`src/rtl/ocyrus_pkg.sv`:
```
package ocyrus_pkg;

	// bits per serialized word, one word per lane per strobe
	localparam int WORD_WIDTH = 8;

	// phase count width, log2 of the word width
	localparam int PHASE_BITS = $clog2(WORD_WIDTH);

	// one parallel word as presented to a lane
	typedef logic [WORD_WIDTH-1:0] word_t;

	// parallel words of both lanes, sampled on the word strobe
	typedef struct packed {
		word_t word1; // lane 1 word, upper byte
		word_t word2; // lane 2 word, lower byte
	} word_pair_t;

	// serial outputs of both lanes
	typedef struct packed {
		logic bit1; // lane 1 serial bit
		logic bit2; // lane 2 serial bit
	} serial_pair_t;

	// lock sequencing states
	// WAIT until the pll reports lock, ALIGN while it settles, RUN once serializing
	typedef enum logic [1:0] {
		LOCK_WAIT  = 2'd0, // pll not locked yet
		LOCK_ALIGN = 2'd1, // settle interval running
		LOCK_RUN   = 2'd2  // transmitter locked, words flowing
	} lock_state_t;

endpackage
```
`src/rtl/ocyrus_tx.sv`:
```
`timescale 1ns/1ps

module ocyrus_tx #(
	parameter int SETTLE_CYCLES = 16
) (
	input  logic                     clock,
	input  logic                     rst_n,
	input  logic                     pll_locked,
	input  ocyrus_pkg::word_pair_t   words,
	output logic                     word_strobe,
	output ocyrus_pkg::serial_pair_t serial,
	output logic                     locked
);
	import ocyrus_pkg::*;

	lock_state_t state;       // shared lock state, fsm to counter and lanes
	logic        settle_done; // counter back to fsm, last ALIGN cycle
	logic        load;        // word load strobe to both lanes

	// lock sequencing
	lock_fsm fsm (
		.clock       (clock),
		.rst_n       (rst_n),
		.pll_locked  (pll_locked),
		.settle_done (settle_done),
		.state       (state),
		.locked      (locked)
	);

	// settle timer and bit phase, one counter for both
	phase_counter #(
		.SETTLE_CYCLES (SETTLE_CYCLES)
	) phase (
		.clock       (clock),
		.rst_n       (rst_n),
		.state       (state),
		.settle_done (settle_done),
		.load        (load)
	);

	assign word_strobe = load; // source presents a new pair on this pulse

	// lane 1, upper word of the pair
	lane_serializer lane1 (
		.clock      (clock),
		.rst_n      (rst_n),
		.state      (state),
		.load       (load),
		.word       (words.word1),
		.serial_bit (serial.bit1)
	);

	// lane 2, lower word of the pair
	lane_serializer lane2 (
		.clock      (clock),
		.rst_n      (rst_n),
		.state      (state),
		.load       (load),
		.word       (words.word2),
		.serial_bit (serial.bit2)
	);

endmodule

```
`src/rtl/lane_serializer.sv`:
```
`timescale 1ns/1ps

module lane_serializer (
	input  logic                    clock,
	input  logic                    rst_n,
	input  ocyrus_pkg::lock_state_t state,
	input  logic                    load,
	input  ocyrus_pkg::word_t       word,
	output logic                    serial_bit
);
	import ocyrus_pkg::*;

	word_t shift_reg; // MSB is the bit on the wire
	logic  in_run;

	assign in_run = (state == LOCK_RUN);

	// MSB out, forced low as soon as the state leaves RUN
	assign serial_bit = in_run && shift_reg[WORD_WIDTH-1];

	always_ff @(posedge clock) begin
		if (!rst_n) begin
			shift_reg <= '0;
		end else if (!in_run) begin
			shift_reg <= '0; // partial word is dropped on lock loss
		end else if (load) begin
			shift_reg <= word; // capture on the strobe, bit 7 shows next cycle
		end else begin
			shift_reg <= {shift_reg[WORD_WIDTH-2:0], 1'b0}; // shift left, zero fill
		end
	end

	// a captured word starts on the wire with its MSB
	a_msb_first: assert property (@(posedge clock) disable iff (!rst_n)
		(load ##1 in_run) |-> serial_bit == $past(word[WORD_WIDTH-1]))
		else $error("serial bit after load is not word bit 7");

	// the LSB of a word goes out on the cycle of the next strobe
	a_lsb_last: assert property (@(posedge clock) disable iff (!rst_n)
		(load ##1 in_run [*WORD_WIDTH]) |-> serial_bit == $past(word[0], WORD_WIDTH))
		else $error("serial bit at end of word is not word bit 0");

endmodule

```
`src/rtl/phase_counter.sv`:
```
`timescale 1ns/1ps

module phase_counter #(
	parameter int SETTLE_CYCLES = 16
) (
	input  logic                    clock,
	input  logic                    rst_n,
	input  ocyrus_pkg::lock_state_t state,
	output logic                    settle_done,
	output logic                    load
);
	import ocyrus_pkg::*;

	localparam int SETTLE_BITS = $clog2(SETTLE_CYCLES); // enough for 0 .. SETTLE_CYCLES-1
	localparam int CNT_BITS    = (SETTLE_BITS > PHASE_BITS) ? SETTLE_BITS : PHASE_BITS;

	localparam logic [CNT_BITS-1:0] SETTLE_LAST = CNT_BITS'(SETTLE_CYCLES - 1);
	localparam logic [CNT_BITS-1:0] PHASE_LAST  = CNT_BITS'(WORD_WIDTH - 1);

	logic [CNT_BITS-1:0] count; // settle cycles in ALIGN, bit phase in RUN
	logic                in_align;
	logic                in_run;

	assign in_align = (state == LOCK_ALIGN);
	assign in_run   = (state == LOCK_RUN);

	// last ALIGN cycle, fsm moves to RUN on the next edge
	assign settle_done = in_align && (count == SETTLE_LAST);

	// word strobe on phase 0, so the first RUN cycle loads too
	assign load = in_run && (count == '0);

	always_ff @(posedge clock) begin
		if (!rst_n) begin
			count <= '0;
		end else begin
			unique case (state)
				LOCK_ALIGN: begin
					if (settle_done) begin
						count <= '0; // phase 0 lines up with the first RUN cycle
					end else begin
						count <= count + 1'b1;
					end
				end
				LOCK_RUN: begin
					if (count == PHASE_LAST) begin
						count <= '0; // wrap every WORD_WIDTH cycles
					end else begin
						count <= count + 1'b1;
					end
				end
				default: begin
					count <= '0; // idle while waiting on the pll
				end
			endcase
		end
	end

	// strobe only while running
	a_load_in_run: assert property (@(posedge clock) disable iff (!rst_n)
		load |-> in_run)
		else $error("word load strobe outside LOCK_RUN");

	// strobes in RUN are spaced by exactly one word
	a_load_spacing: assert property (@(posedge clock) disable iff (!rst_n)
		load ##1 in_run [*WORD_WIDTH-1] |=> (load || !in_run))
		else $error("word load strobe spacing broken");

	// a settle interval always ends in RUN unless lock drops
	a_settle_to_run: assert property (@(posedge clock) disable iff (!rst_n)
		settle_done |=> (in_run || state == LOCK_WAIT))
		else $error("settle_done did not lead to RUN");

endmodule

```
`src/rtl/lock_fsm.sv`:
```
`timescale 1ns/1ps

module lock_fsm (
	input  logic                    clock,
	input  logic                    rst_n,
	input  logic                    pll_locked,
	input  logic                    settle_done,
	output ocyrus_pkg::lock_state_t state,
	output logic                    locked
);
	import ocyrus_pkg::*;

	lock_state_t next_state; // decoded from the current state and the pll level

	// next state
	// a low pll_locked always wins and sends the machine back to WAIT
	always_comb begin
		next_state = state; // hold by default
		if (!pll_locked) begin
			next_state = LOCK_WAIT;
		end else begin
			unique case (state)
				LOCK_WAIT: begin
					next_state = LOCK_ALIGN; // first edge with lock seen
				end
				LOCK_ALIGN: begin
					if (settle_done) begin
						next_state = LOCK_RUN; // settle interval over
					end
				end
				LOCK_RUN: begin
					next_state = LOCK_RUN; // stay until lock drops
				end
				default: begin
					next_state = LOCK_WAIT; // unused encoding
				end
			endcase
		end
	end

	// state register
	always_ff @(posedge clock) begin
		if (!rst_n) begin
			state <= LOCK_WAIT;
		end else begin
			state <= next_state;
		end
	end

	// locked follows the state register edge for edge, no decode glitches
	always_ff @(posedge clock) begin
		if (!rst_n) begin
			locked <= 1'b0;
		end else begin
			locked <= (next_state == LOCK_RUN);
		end
	end

	// lock loss must reach the output on the very next edge
	a_drop_unlocks: assert property (@(posedge clock) disable iff (!rst_n)
		!pll_locked |=> !locked)
		else $error("locked still high after pll lock loss");

	// RUN is only reached through ALIGN
	a_run_via_align: assert property (@(posedge clock) disable iff (!rst_n)
		$rose(locked) |-> $past(state) == LOCK_ALIGN)
		else $error("locked rose without a settle interval");

endmodule

```
`config.mk`:
```
export PLATFORM = sky130hd
export DESIGN_NAME = ocyrus_tx
export DESIGN_NICKNAME = d
export VERILOG_FILES = /design/src/rtl/ocyrus_pkg.sv /design/src/rtl/ocyrus_tx.sv /design/src/rtl/lane_serializer.sv /design/src/rtl/phase_counter.sv /design/src/rtl/lock_fsm.sv
export SDC_FILE = /design/constraint.sdc
export NUM_CORES = 1
export LEC_CHECK = 0
export ABC_AREA = 1
export BUFFER_PORTS_ARGS = -buffer_cell sky130_fd_sc_hd__buf_2
export CORE_ASPECT_RATIO = 1.1
export CORE_MARGIN = 2
export CORE_UTILIZATION = 55
export CTS_CLUSTER_DIAMETER = 40
export DETAILED_ROUTE_END_ITERATION = 16
export PLACE_DENSITY = 0.78
export SETUP_SLACK_MARGIN = 0.4
export SLEW_MARGIN = 20
export SYNTH_ARGS = -nofsm -noshare
export SYNTH_HDL_FRONTEND = slang
export SYNTH_SLANG_ARGS = --single-unit
```
`constraint.sdc`:
```
create_clock -name clock -period 2.9 [get_ports clock]
set_clock_uncertainty 0.15 [all_clocks]
set_input_delay 0.435 -clock clock [delete_from_list [all_inputs] [get_ports clock]]
set_output_delay 0.435 -clock clock [all_outputs]
set_load 0.01 [all_outputs]
```
==> impl_metrics.env <==
export IMPL_worstPathRequired_ns=2.32
export IMPL_hold_path_class="in2reg"
export IMPL_clk_latency_ns=0.30
export IMPL_synth_seq_cells=23
export IMPL_dp_cells=158
export IMPL_synth_distinct_cells=19
export IMPL_ys_warn_count=0
export IMPL_dieHeight_um=48.6
export IMPL_routed_wl_um=1800
export IMPL_grt_pass1_wl_um=2920
export IMPL_cts_post_setup_buffers_inserted=0
export IMPL_instances_no_fill=162
export IMPL_fin_crit_sh=0.782
export IMPL_synth_top_area_cell="dfxtp_1"
export IMPL_cts_sinks=23
export IMPL_outcome="finished clean"
export IMPL_critPathKind="reg2out"
export IMPL_power_density_nw_per_um2=439
export IMPL_setup_tns_ns=0
export IMPL_ant_nets=0
export IMPL_slew_viol_final=0
export IMPL_cts_resized_gates=0
export IMPL_clkTransAtPathRegs_ns=0.12
export IMPL_finalSetupViolCount=0
export IMPL_seq_area_frac_synth=0.462
export IMPL_syn_area_um2=996
export IMPL_power_frac_seq=0.656
export IMPL_grt_use_total=0.178
export IMPL_grt_max_degree=18
export IMPL_relSlewSlack=0.788
export IMPL_synth_edff_count=0
export IMPL_arrival_ns=1.68
export IMPL_h_tree_depth=1
export IMPL_worstPathMaxFanout=17
export IMPL_p_int_w=0.000383
export IMPL_gp_congestion=0.838
export IMPL_final_common_cell="nor2_1"
export IMPL_rows=16
export IMPL_drc=0
export IMPL_drive_above_1_share=0.215
export IMPL_core_area_um2=1740
export IMPL_viasPerCell=5.03
export IMPL_end_kind="primary output"
export IMPL_ys_flop_type="dfxtp_1"
export IMPL_tightest_slew_ns=0.317
export IMPL_drt_pass1_iterations=4
export IMPL_max_cap_violations=0
export IMPL_cts_tree="yes"
export IMPL_dieArea_um2=2170
export IMPL_synth_area_top_cells="dfxtp_1, nor2_1, o21ai_0"
export IMPL_cp_slowest_stage_delay_ns=0.37
export IMPL_grt_pass1_vias=745
export IMPL_finalHoldViolCount=0
export IMPL_crit_slowest_cell="dfxtp_1"
export IMPL_yosysTopAreaCellShare=0.462
export IMPL_critical_path_top_delay_family="buffers and inverters"
export IMPL_fmax_mhz=441
export IMPL_path_buf_inv=3
export IMPL_overflow=0
export IMPL_num_nets_final=170
export IMPL_rsz0062_at_grt="no"
export IMPL_async_reset_ff_frac=0
export IMPL_ctsHoldBuffers=0
export IMPL_combPwrFrac=0.045
export IMPL_synth_fp_nets=148
export IMPL_num_vias=815
export IMPL_crit_path_cell_trace="inv_1, ha_1, nand3_4, inv_4, buf_2"
export IMPL_wl_per_cell_um=11.1
export IMPL_pwr_share_clk=0.298
export IMPL_avgSynthCellArea_um2=8.10
export IMPL_antenna_found_initial=0
export IMPL_antenna_cells=0
export IMPL_vdd_ir_drop_max_uv=293
export IMPL_cts_buffers_inserted=3
export IMPL_fin_crit_ns=2.27
export IMPL_synthToLayoutAreaGrowth_pct=10.8
export IMPL_die_w_um=44.6
export IMPL_clockBufferDepth=2
export IMPL_p_switching_w=0.000102
export IMPL_final_cell_mix="nor2_1, dfxtp_1, buf_2"
export IMPL_start_kind="flip-flop"
export IMPL_drtIter0Drc=30
export IMPL_start_util=0.572
export IMPL_leakage_nw=0.487
export IMPL_root_buffer="clkbuf_4"
export IMPL_ioPinCount=23
export IMPL_numPortBuffers=22
export IMPL_dpl_hpwl_um=1350
export IMPL_netlist_instances=123
export IMPL_switching_share=0.211
[synthesized netlist by cell type, types with 2 or more instances]
cell type and instances:
a21oi_1 2, buf_4 2, dfxtp_1 23, ha_1 6
inv_1 13, nand2_1 13, nand3_1 3, nor2_1 33
nor2_2 2, nor3b_2 2, o21ai_0 16
[power groups by stage]
stage | registers, W | clock network [W] | logic [W]
after floorplan | 0.000325 | 0 | 0.00000804
after global placement | 0.000325 | 0 | 0.0000210
after detailed placement | 0.000325 | 0 | 0.0000217
after CTS | 0.000318 | 0.000150 | 0.0000219
after global routing | 0.000319 | 0.000168 | 0.0000245
final | 0.000318 | 0.000145 | 0.0000219
[metal layers]
metal | up-vias | global-route usage | routed length, um
met1 | 369 | 0.225 | 781
met3 | 2 | 0.0336 | 79
met4 | 0 | 0.0758 | 14
met5 | - | 0 | 0
li1 | 425 | - | -
met2 | 19 | 0.287 | 926
[stage by stage]
stage          total power (W)  instance area [um^2]  hold WS (ns)  utilization  setup WS, ns
6_report              0.000485                  1100         0.224        0.634         0.631
5_1_grt               0.000511                  1100         0.205        0.634         0.466
4_1_cts               0.000490                  1100         0.219        0.634         0.615
3_5_place_dp          0.000347                  1080         0.296        0.619         0.971
3_3_place_gp          0.000346                  1080         0.283        0.619          1.08
2_1_floorplan         0.000333                   996         0.280            -          1.29
[final timing paths]
kind	endpoint	slack, ns	cells after the start	startpoint
worst max-delay path	word_strobe	0.63	5	fsm.state[0]
worst min-delay path	lane2.shift_reg[7]	0.22	3	words[7]
worst max register to register	lane1.shift_reg[3]	1.28	6	fsm.state[0]
worst min register to register	lane2.shift_reg[1]	0.32	2	lane2.shift_reg[0]
[worst reg2reg max path, cell delays in order, from the launching register on]
cell,delay [ns]
dfxtp_1,0.37
inv_1,0.10
ha_1,0.31
nand2_1,0.08
inv_1,0.26
o21ai_0,0.18
nor2_1,0.11
[kinds of logic (layout without fill, tap and decap cells)]
group | count (synthesis) | count (layout) | share of synthesized area
xor gates and xnor gates | 1 | 1 | 0.00880
and+or+nand+nor | 55 | 55 | 0.251
buffers and inverters | 19 | 40 | 0.107
adders and majority gates | 6 | 6 | 0.0754
DFF | 23 | 23 | 0.462
AOI/OAI and AO/OA | 19 | 19 | 0.0955
[final cells by class]
| class | count | area [um^2] |
|---|---|---|
| fillers | 163 | 638 |
| flip-flops and latches | 23 | 460 |
| multi-input cells | 81 | 429 |
| repair buffers | 22 | 110 |
| inverters | 14 | 55.1 |
| clock buffers | 4 | 26.3 |
| well taps | 18 | 22.5 |
(Power assumes the default switching activity.)
